[src/seq_pkg.sv]
// Widths, opcodes and packed structs shared by the vector sequencer RTL
// Other files reference these by scoped name

package seq_pkg;

  ////////////////////////////////////////////////////////////
  // Sizes
  ////////////////////////////////////////////////////////////

  // Instructions that can be in flight at once
  localparam int unsigned NrVInsn = 8;
  // Architectural vector registers
  localparam int unsigned NrVRegs = 32;
  // ALU, multiplier, load unit and store unit
  localparam int unsigned NrUnits = 4;

  // Instruction ID and one-hot set of IDs
  typedef logic [$clog2(NrVInsn)-1:0] vid_t;
  typedef logic [NrVInsn-1:0]         vinsn_mask_t;

  // Vector register index
  typedef logic [$clog2(NrVRegs)-1:0] vreg_t;

  // v0 holds the mask for masked instructions
  localparam vreg_t MaskReg = 5'd0;

  ////////////////////////////////////////////////////////////
  // Encodings
  ////////////////////////////////////////////////////////////

  typedef enum logic [2:0] {
    OP_VADD  = 3'd0,
    OP_VSUB  = 3'd1,
    OP_VMUL  = 3'd2,
    OP_VMACC = 3'd3,
    OP_VLE   = 3'd4,
    OP_VSE   = 3'd5
  } seq_op_e;

  // Also the row index of the running table
  typedef enum logic [1:0] {
    UNIT_ALU   = 2'd0,
    UNIT_MUL   = 2'd1,
    UNIT_LOAD  = 2'd2,
    UNIT_STORE = 2'd3
  } unit_e;

  ////////////////////////////////////////////////////////////
  // Structs
  ////////////////////////////////////////////////////////////

  // Dispatcher request, vm is active low
  typedef struct packed {
    seq_op_e op;
    vreg_t   vd;
    vreg_t   vs1;
    vreg_t   vs2;
    logic    vm;
  } seq_req_t;

  // Decode result
  typedef struct packed {
    unit_e unit;
    logic  use_vs1;
    logic  use_vs2;
    logic  reads_vd;
    logic  writes_vd;
  } decoded_t;

  // Request toward the functional units, with its dependencies
  typedef struct packed {
    vid_t        id;
    seq_op_e     op;
    unit_e       unit;
    vreg_t       vd;
    vreg_t       vs1;
    vreg_t       vs2;
    logic        vm;
    vinsn_mask_t hazard_vs1;
    vinsn_mask_t hazard_vs2;
    vinsn_mask_t hazard_vm;
    vinsn_mask_t hazard_vd;
  } pe_req_t;

endpackage

[src/seq_decode.sv]
// Opcode classifier of the sequencer
// Maps an opcode to its target unit and its register-use flags

`timescale 1ns/1ps

module seq_decode (
  input  seq_pkg::seq_op_e op_i,
  input  logic             vm_i,
  output seq_pkg::decoded_t dec_o
);

  ////////////////////////////////////////////////////////////
  // Decode table
  ////////////////////////////////////////////////////////////

  always_comb begin
    // Nothing read or written unless the table says so
    dec_o = '{unit: seq_pkg::UNIT_ALU, default: 1'b0};
    unique case (op_i)
      seq_pkg::OP_VADD,
      seq_pkg::OP_VSUB: begin
        dec_o.unit      = seq_pkg::UNIT_ALU;
        dec_o.use_vs1   = 1'b1;
        dec_o.use_vs2   = 1'b1;
        dec_o.writes_vd = 1'b1;
      end
      seq_pkg::OP_VMUL: begin
        dec_o.unit      = seq_pkg::UNIT_MUL;
        dec_o.use_vs1   = 1'b1;
        dec_o.use_vs2   = 1'b1;
        dec_o.writes_vd = 1'b1;
      end
      seq_pkg::OP_VMACC: begin
        // Accumulator is both source and destination
        dec_o.unit      = seq_pkg::UNIT_MUL;
        dec_o.use_vs1   = 1'b1;
        dec_o.use_vs2   = 1'b1;
        dec_o.reads_vd  = 1'b1;
        dec_o.writes_vd = 1'b1;
      end
      seq_pkg::OP_VLE: begin
        dec_o.unit      = seq_pkg::UNIT_LOAD;
        dec_o.writes_vd = 1'b1;
      end
      seq_pkg::OP_VSE: begin
        // Store data comes in through vs1
        dec_o.unit    = seq_pkg::UNIT_STORE;
        dec_o.use_vs1 = 1'b1;
      end
      default: ;
    endcase
  end

endmodule

[src/seq_scoreboard.sv]
// Dependency tracking of the sequencer: register access lists, running table,
// ID allocation, unit occupancy and completion of finished instructions

`timescale 1ns/1ps

module seq_scoreboard #(
  parameter int unsigned UnitQueueDepth = 2
) (
  input  logic                                        clk_i,
  input  logic                                        rst_ni,
  input  seq_pkg::seq_req_t                           req_i,
  input  seq_pkg::decoded_t                           dec_i,
  input  logic                                        issue_fire_i,
  input  seq_pkg::vinsn_mask_t [seq_pkg::NrUnits-1:0] unit_done_i,
  output seq_pkg::vid_t                               next_id_o,
  output seq_pkg::vinsn_mask_t                        hazard_vs1_o,
  output seq_pkg::vinsn_mask_t                        hazard_vs2_o,
  output seq_pkg::vinsn_mask_t                        hazard_vm_o,
  output seq_pkg::vinsn_mask_t                        hazard_vd_o,
  output logic                                        can_issue_o,
  output logic                                        idle_o
);

  // Last instruction that touched a register
  typedef struct packed {
    seq_pkg::vid_t id;
    logic          valid;
  } vreg_access_t;

  vreg_access_t [seq_pkg::NrVRegs-1:0] read_list_d, read_list_q;
  vreg_access_t [seq_pkg::NrVRegs-1:0] write_list_d, write_list_q;

  // One row of running IDs per unit
  seq_pkg::vinsn_mask_t [seq_pkg::NrUnits-1:0] running_d, running_q;
  seq_pkg::vinsn_mask_t                        any_running_q;
  seq_pkg::vinsn_mask_t                        war_mask;

  logic [$clog2(seq_pkg::NrVInsn+1)-1:0] occupancy;
  logic                                  id_free;
  logic                                  idle_q;

  // One-hot owner of an entry, empty once the owner has completed
  function automatic seq_pkg::vinsn_mask_t owner_bit(vreg_access_t entry,
                                                     seq_pkg::vinsn_mask_t running);
    seq_pkg::vinsn_mask_t bits;
    bits           = '0;
    bits[entry.id] = entry.valid & running[entry.id];
    return bits;
  endfunction

  ////////////////////////////////////////////////////////////
  // ID allocation and occupancy
  ////////////////////////////////////////////////////////////

  always_comb begin
    any_running_q = '0;
    for (int u = 0; u < seq_pkg::NrUnits; u++) begin
      any_running_q |= running_q[u];
    end
  end

  // Lowest free ID wins, scan from the top so the last hit is the lowest
  always_comb begin
    next_id_o = '0;
    id_free   = 1'b0;
    for (int i = seq_pkg::NrVInsn - 1; i >= 0; i--) begin
      if (!any_running_q[i]) begin
        next_id_o = seq_pkg::vid_t'(i);
        id_free   = 1'b1;
      end
    end
  end

  // Running IDs of the target unit only
  always_comb begin
    occupancy = '0;
    for (int i = 0; i < seq_pkg::NrVInsn; i++) begin
      occupancy = occupancy + $bits(occupancy)'(running_q[dec_i.unit][i]);
    end
  end

  assign can_issue_o = id_free && (occupancy < UnitQueueDepth);

  ////////////////////////////////////////////////////////////
  // Hazards
  ////////////////////////////////////////////////////////////

  // WAR, a new write must wait for the last reader of vd
  assign war_mask = dec_i.writes_vd ? owner_bit(read_list_q[req_i.vd], any_running_q) : '0;

  // RAW on each source, plus the WAR reader on all of them
  assign hazard_vs1_o = war_mask |
    (dec_i.use_vs1 ? owner_bit(write_list_q[req_i.vs1], any_running_q) : '0);
  assign hazard_vs2_o = war_mask |
    (dec_i.use_vs2 ? owner_bit(write_list_q[req_i.vs2], any_running_q) : '0);
  assign hazard_vm_o  = war_mask |
    (!req_i.vm ? owner_bit(write_list_q[seq_pkg::MaskReg], any_running_q) : '0);

  // WAW
  assign hazard_vd_o = dec_i.writes_vd ? owner_bit(write_list_q[req_i.vd], any_running_q) : '0;

  ////////////////////////////////////////////////////////////
  // Running table and access lists
  ////////////////////////////////////////////////////////////

  always_comb begin
    running_d    = running_q;
    read_list_d  = read_list_q;
    write_list_d = write_list_q;

    // Completion
    for (int u = 0; u < seq_pkg::NrUnits; u++) begin
      running_d[u] = running_q[u] & ~unit_done_i[u];
    end

    // Drop entries of finished owners before their ID comes back
    for (int r = 0; r < seq_pkg::NrVRegs; r++) begin
      read_list_d[r].valid  = read_list_q[r].valid & any_running_q[read_list_q[r].id];
      write_list_d[r].valid = write_list_q[r].valid & any_running_q[write_list_q[r].id];
    end

    if (issue_fire_i) begin
      running_d[dec_i.unit][next_id_o] = 1'b1;
      if (dec_i.writes_vd) write_list_d[req_i.vd] = '{id: next_id_o, valid: 1'b1};
      // Only the most recent reader is kept
      if (dec_i.use_vs1) read_list_d[req_i.vs1] = '{id: next_id_o, valid: 1'b1};
      if (dec_i.use_vs2) read_list_d[req_i.vs2] = '{id: next_id_o, valid: 1'b1};
      if (dec_i.reads_vd) read_list_d[req_i.vd] = '{id: next_id_o, valid: 1'b1};
      if (!req_i.vm) read_list_d[seq_pkg::MaskReg] = '{id: next_id_o, valid: 1'b1};
    end
  end

  always_ff @(posedge clk_i or negedge rst_ni) begin
    if (!rst_ni) begin
      running_q    <= '0;
      read_list_q  <= '0;
      write_list_q <= '0;
      idle_q       <= 1'b1;
    end else begin
      running_q    <= running_d;
      read_list_q  <= read_list_d;
      write_list_q <= write_list_d;
      idle_q       <= (running_d == '0);
    end
  end

  assign idle_o = idle_q;

  // Issue stage only fires when there is an ID and unit room
  issue_needs_room: assert property (@(posedge clk_i) disable iff (!rst_ni)
    issue_fire_i |-> can_issue_o
  ) else $error("issue without free ID or unit slot");

  // Units only retire what they were given
  done_only_running: assert property (@(posedge clk_i) disable iff (!rst_ni)
    (unit_done_i & ~running_q) == '0
  ) else $error("done reported for an ID that is not running");

endmodule

[src/seq_issue.sv]
// Issue stage of the sequencer
// Dispatcher handshake and the registered request toward the units

`timescale 1ns/1ps

module seq_issue (
  input  logic                 clk_i,
  input  logic                 rst_ni,
  // Dispatcher side
  input  seq_pkg::seq_req_t    req_i,
  input  logic                 req_valid_i,
  output logic                 req_ready_o,
  // From decode and scoreboard
  input  seq_pkg::decoded_t    dec_i,
  input  seq_pkg::vid_t        next_id_i,
  input  seq_pkg::vinsn_mask_t hazard_vs1_i,
  input  seq_pkg::vinsn_mask_t hazard_vs2_i,
  input  seq_pkg::vinsn_mask_t hazard_vm_i,
  input  seq_pkg::vinsn_mask_t hazard_vd_i,
  input  logic                 can_issue_i,
  output logic                 issue_fire_o,
  // Unit side
  output seq_pkg::pe_req_t     pe_req_o,
  output logic                 pe_req_valid_o,
  input  logic                 pe_req_ready_i
);

  logic out_free;

  ////////////////////////////////////////////////////////////
  // Handshake
  ////////////////////////////////////////////////////////////

  // Output slot is free when empty or being taken this cycle
  assign out_free     = !pe_req_valid_o || pe_req_ready_i;
  assign req_ready_o  = can_issue_i && out_free;
  assign issue_fire_o = req_valid_i && req_ready_o;

  always_ff @(posedge clk_i or negedge rst_ni) begin
    if (!rst_ni) begin
      pe_req_valid_o <= 1'b0;
    end else if (issue_fire_o) begin
      pe_req_valid_o <= 1'b1;
    end else if (pe_req_ready_i) begin
      pe_req_valid_o <= 1'b0;
    end
  end

  // Payload only loads on a transfer, so it holds under back-pressure
  always_ff @(posedge clk_i) begin
    if (issue_fire_o) begin
      pe_req_o <= '{
        id        : next_id_i,
        op        : req_i.op,
        unit      : dec_i.unit,
        vd        : req_i.vd,
        vs1       : req_i.vs1,
        vs2       : req_i.vs2,
        vm        : req_i.vm,
        hazard_vs1: hazard_vs1_i,
        hazard_vs2: hazard_vs2_i,
        hazard_vm : hazard_vm_i,
        hazard_vd : hazard_vd_i
      };
    end
  end

  // A stalled request is neither dropped nor changed
  pe_req_held: assert property (@(posedge clk_i) disable iff (!rst_ni)
    pe_req_valid_o && !pe_req_ready_i |=> pe_req_valid_o && $stable(pe_req_o)
  ) else $error("pe_req_o changed while stalled");

endmodule

[src/vec_sequencer.sv]
// Top level of the vector instruction sequencer
// Connects decode, scoreboard and issue stage

`timescale 1ns/1ps

module vec_sequencer #(
  parameter int unsigned UnitQueueDepth = 2
) (
  input  logic                                        clk_i,
  input  logic                                        rst_ni,
  input  seq_pkg::seq_req_t                           req_i,
  input  logic                                        req_valid_i,
  output logic                                        req_ready_o,
  output seq_pkg::pe_req_t                            pe_req_o,
  output logic                                        pe_req_valid_o,
  input  logic                                        pe_req_ready_i,
  input  seq_pkg::vinsn_mask_t [seq_pkg::NrUnits-1:0] unit_done_i,
  output logic                                        idle_o
);

  seq_pkg::decoded_t    dec;
  seq_pkg::vid_t        next_id;
  seq_pkg::vinsn_mask_t hazard_vs1, hazard_vs2, hazard_vm, hazard_vd;
  logic                 can_issue;
  logic                 issue_fire;

  seq_decode i_decode (
    .op_i (req_i.op),
    .vm_i (req_i.vm),
    .dec_o(dec)
  );

  // Depth limit per unit is set here only
  seq_scoreboard #(
    .UnitQueueDepth(UnitQueueDepth)
  ) i_scoreboard (
    .clk_i       (clk_i),
    .rst_ni      (rst_ni),
    .req_i       (req_i),
    .dec_i       (dec),
    .issue_fire_i(issue_fire),
    .unit_done_i (unit_done_i),
    .next_id_o   (next_id),
    .hazard_vs1_o(hazard_vs1),
    .hazard_vs2_o(hazard_vs2),
    .hazard_vm_o (hazard_vm),
    .hazard_vd_o (hazard_vd),
    .can_issue_o (can_issue),
    .idle_o      (idle_o)
  );

  seq_issue i_issue (
    .clk_i         (clk_i),
    .rst_ni        (rst_ni),
    .req_i         (req_i),
    .req_valid_i   (req_valid_i),
    .req_ready_o   (req_ready_o),
    .dec_i         (dec),
    .next_id_i     (next_id),
    .hazard_vs1_i  (hazard_vs1),
    .hazard_vs2_i  (hazard_vs2),
    .hazard_vm_i   (hazard_vm),
    .hazard_vd_i   (hazard_vd),
    .can_issue_i   (can_issue),
    .issue_fire_o  (issue_fire),
    .pe_req_o      (pe_req_o),
    .pe_req_valid_o(pe_req_valid_o),
    .pe_req_ready_i(pe_req_ready_i)
  );

endmodule

[config.mk]
export PLATFORM = sky130hd
export DESIGN_NAME = vec_sequencer
export DESIGN_NICKNAME = d
export VERILOG_FILES = /design/src/seq_pkg.sv /design/src/seq_decode.sv /design/src/seq_scoreboard.sv /design/src/seq_issue.sv /design/src/vec_sequencer.sv
export SDC_FILE = /design/constraint.sdc
export NUM_CORES = 1
export LEC_CHECK = 0
export ABC_AREA = 1
export BUFFER_PORTS_ARGS = -buffer_cell sky130_fd_sc_hd__buf_2
export CORE_ASPECT_RATIO = 1.5
export CORE_MARGIN = 2
export CORE_UTILIZATION = 55
export DETAILED_ROUTE_END_ITERATION = 12
export PLACE_DENSITY = 0.81
export SYNTH_ARGS = -nofsm -noshare
export SYNTH_HDL_FRONTEND = slang
export SYNTH_SLANG_ARGS = --single-unit
[constraint.sdc]
create_clock -name clk_i -period 12.05 [get_ports clk_i]
set_input_delay 2.41 -clock clk_i [delete_from_list [all_inputs] [get_ports clk_i]]
set_output_delay 2.41 -clock clk_i [all_outputs]
set_load 0.1 [all_outputs]
==> summary.md <==
| Metric | Value |
|---|---|
| Portion of synthesized cell area occupied by the leading cell type | `0.324` |
| GRT Resource Usage Total | `0.413` |
| Capture endpoint of the worst hold path | `i_scoreboard.read_list_q[43]$_DFFE_PN0N_` |
| Routed wire per std cell | `around 24 microns` |
| Reg2Reg Launch Point | `i_scoreboard.running_q[17]$_DFF_PN0_` |
| Post-layout minimum cycle time | `approximately 9.5 ns` |
| Fin. max-slew vios | `0` |
| Worst setup SP type | `input port` |
| Via density per instance | `around 6.7` |
| Number of global-route vias before repair | `between 20,000 and 25,000` |
| Worst Reg2Reg Path Length in Cells | `20` |
| Maximum Capacitance Violations | `0` |
| Count of standard-cell rows | `90` |
| Number of I/O pins | `114` |
| Total via count after detailed routing | `between 20,000 and 25,000` |
| Post-CTS setup buffer count | `0` |
| Worst-case clock skew | `0.0107 ns` |
| Total grt overflow | `0` |
| HPWL reported at the end of detailed placement | `56.4 mm` |
| Delay contributed by the slowest stage of the critical path | `0.48 ns` |
| Total Negative Setup Slacks | `0 ns` |
| Relative slew margins | `0.0866` |
| Number of antenna cells inserted | `0` |
| Initial DRT Pass Iterations | `7` |
| Horizontal die dimension | `between 150 and 200 microns` |
| Register bit count reported by yosys | `approximately 350` |
| Worst reg2reg setup slack | `just under 7 ns` |
| Total Power | `around 4.9 mW` |
| Post-synth EDFFs | `56` |
| Port Buffer Count | `between 100 and 150` |
| Most common cell after layout, fill and taps aside | `sky130_fd_sc_hd__nand2_1` |
| Number of clock buffers inserted by TritonCTS | `36` |
| Top cells by area, synth | `sky130_fd_sc_hd__dfrtp_1 (32%), sky130_fd_sc_hd__nand2_1 (15%), sky130_fd_sc_hd__o21ai_0 (12%)` |
| Leading register cell type out of synthesis | `sky130_fd_sc_hd__dfrtp_1` |
| R2r endpoint | `i_issue.pe_req_o[31]$_DFFE_PN_` |
| Number of inserted filler cells in the final layout | `about 3,600` |
| Critical-path maximum fanout | `14` |
| Area Overhead vs Synth | `8.73%` |
| Count of instances resized after the clock tree is built | `0` |
| Clock input transition at the sequential cells of the worst setup and hold paths | `approximately 0.070 ns` |
| Post-synthesis net count | `3,240` |
| Pin count of the biggest net entering global routing | `~100` |
| Mapped Avg Cell Area | `~7 sq um` |
| Clock latency of the later-clocked register in the worst-skew pair | `~0.56 ns` |
| Detailed Route WL | `88.5 mm` |
| Pwr dens | `202 mW/mm^2` |
| Data required, critical path | `approximately 9.6 ns` |
| F_max | `105 MHz` |
| Largest voltage drop on the vdd net | `0.304 mV` |
| Count of H-tree levels built during CTS | `2` |
| Distinct cells, synth | `50` |
| Result of the run | `completed` |
| Post-route fraction of the period consumed by the critical path | `0.789` |
| Num Clock Sinks | `about 350` |
| Clock buffer depth | `3` |
| Commonest cells after routing, fill and taps aside | `sky130_fd_sc_hd__nand2_1 (888), sky130_fd_sc_hd__o21ai_0 (550), sky130_fd_sc_hd__dfrtp_1 (289), sky130_fd_sc_hd__nor2_1 (271), sky130_fd_sc_hd__inv_1 (211)` |
| Cell type with the highest occurrence count on the critical path | `sky130_fd_sc_hd__inv_1` |
| Initial antenna violation count | `0` |
| Starting density of the core | `0.556` |
| Synth Warn # | `0` |
| CP max-delay cell | `sky130_fd_sc_hd__fa_1` |
| Crit path kind | `in -> out` |
| Crit end category | `output pin` |
| Pin slew with the least headroom to its limit | `1.36 ns` |
| Syn Std Cell Area | `between 0.02 and 0.025 sq mm` |
| Layout Nets | `3,240` |
| Cell accounting for the most synthesized area | `sky130_fd_sc_hd__dfrtp_1` |
| Count of hold buffers inserted by post-cts repair | `0` |
| Placeable Area | `0.0402 sq mm` |
| Number of remaining DRC errors | `0` |
| Starting DRT DRC Count | `about 3,500` |
| Global-route wire length before repair | `roughly 130 mm` |
| Buffer type at the clock tree root | `sky130_fd_sc_hd__clkbuf_16` |
| Worst hold path class | `reg -> reg` |
| Final Hold Fails | `0` |
| Min-Delay Path Depth | `2` |
| Number of setup violations in the final report | `0` |
| TritonCTS clock tree | `built` |
| Die Area | `0.0423 sq mm` |
| Lkg Pwr | `10.7 nW` |
| Hold Crit Start | `i_scoreboard.read_list_q[43]$_DFFE_PN0N_` |
| Post-route antenna net violation count | `0` |
| GPL Wtd Cong | `about 0.98` |
| Layout cell share with drive strength beyond 1 | `0.0817` |
| Portion of the post-synthesis area used by sequential elements | `0.400` |
| Fin util | `0.605` |
| Arrival time at the worst endpoint | `slightly above 7 ns` |
| Floorplan die height | `around 250 microns` |
| Setup repair after global routing missed its margin | `false` |
| Post-Syn Instances | `3,178` |
| Proportion of synthesized flip-flops having asynchronous set or reset | `0.838` |
registers in the layout, indices dropped and copies added (netlist names):
signal,cells
i_issue.pe_req_o,56
i_issue.pe_req_valid_o,1
i_scoreboard.idle_o,1
i_scoreboard.read_list_q,128
i_scoreboard.running_q,32
i_scoreboard.write_list_q,128
cell usage after synthesis (4+ instances only):
library cell,count
sky130_fd_sc_hd__clkbuf_1,115
sky130_fd_sc_hd__ha_1,4
sky130_fd_sc_hd__inv_1,213
sky130_fd_sc_hd__buf_1,18
sky130_fd_sc_hd__inv_2,10
sky130_fd_sc_hd__o211a_1,10
sky130_fd_sc_hd__nand4_1,28
sky130_fd_sc_hd__nand2_2,10
sky130_fd_sc_hd__nand2_1,892
sky130_fd_sc_hd__o211ai_1,106
sky130_fd_sc_hd__o311ai_0,31
sky130_fd_sc_hd__o21ai_0,551
sky130_fd_sc_hd__o221ai_1,11
sky130_fd_sc_hd__nor2_4,4
sky130_fd_sc_hd__edfxtp_1,56
sky130_fd_sc_hd__a21oi_1,67
sky130_fd_sc_hd__nor2_1,277
sky130_fd_sc_hd__dfrtp_1,289
sky130_fd_sc_hd__a22oi_1,57
sky130_fd_sc_hd__o21ai_1,10
sky130_fd_sc_hd__o22ai_1,135
sky130_fd_sc_hd__buf_2,43
sky130_fd_sc_hd__a211oi_1,25
sky130_fd_sc_hd__clkbuf_2,4
sky130_fd_sc_hd__nor3_1,31
sky130_fd_sc_hd__nand3_1,125
sky130_fd_sc_hd__o21bai_1,6
sky130_fd_sc_hd__buf_4,10
power by group:
group	total (mW)	switching [mW]	internal (mW)	leakage, nW
sequential	1.67	0.267	1.41	4.55
combinational	2.06	1.59	0.467	5.60
clock	1.18	0.498	0.678	0.591
total	4.91	2.36	2.55	10.7
stage by stage:
step                setup slack, ns  area [sq um]  hold slack (ns)  cells
global placement               2.62         23100            0.488   3646
CTS                            2.58         24300            0.511   3711
detailed placement             2.59         23100            0.493   3646
floorplan                      1.55         22400            0.468   3178
global route                   2.24         24300            0.531   3711
finish                         2.55         24300            0.511   3711
logic make-up (layout without fill, tap and decap cells):
group,Yosys count,in the layout,synth area share
fa+ha+maj,7,7,0.00493
buf+inv,421,448,0.0764
flops,346,346,0.400
compound gates,1022,1022,0.270
simple gates,1382,1382,0.249
worst max path at each step:
stage,slack (ns),depth (start not counted),from,endpoint
2_1_floorplan,1.55,23,req_i[18],req_ready_o
3_3_place_gp,2.62,26,req_i[18],req_ready_o
6_report,2.55,26,req_i[18],req_ready_o
5_1_grt,2.24,26,req_i[18],req_ready_o
3_5_place_dp,2.59,26,req_i[18],req_ready_o
4_1_cts,2.58,26,req_i[18],req_ready_o
routing by layer:
layer,track usage,share of wire,vias to the layer above
li1,-,-,11000
met1,0.477,0.34,11500
met2,0.651,0.45,1858
met3,0.0963,0.12,607
met4,0.340,0.093,0
met5,0,0,-
critical path, delay by kind of cell:
family                   cells  cell delay [ns]
adder cells (fa/ha/maj)      5             1.90
buffers and inverters       10             1.55
AND/OR/NAND/NOR              8             0.79
AO/OA/AOI/OAI                3             0.43
layout make-up:
class	count	area (sq um)	share of cell area
Tap cell	506	633	0.0261
Clock buffer	54	1060	0.0437
Clock inverter	11	146	0.00602
Multi-Input combinational cell	2411	11800	0.484
Timing Repair Buffer	157	906	0.0373
Sequential cell	346	8940	0.368
Inverter	226	851	0.0350
(Power assumes the default switching activity.)
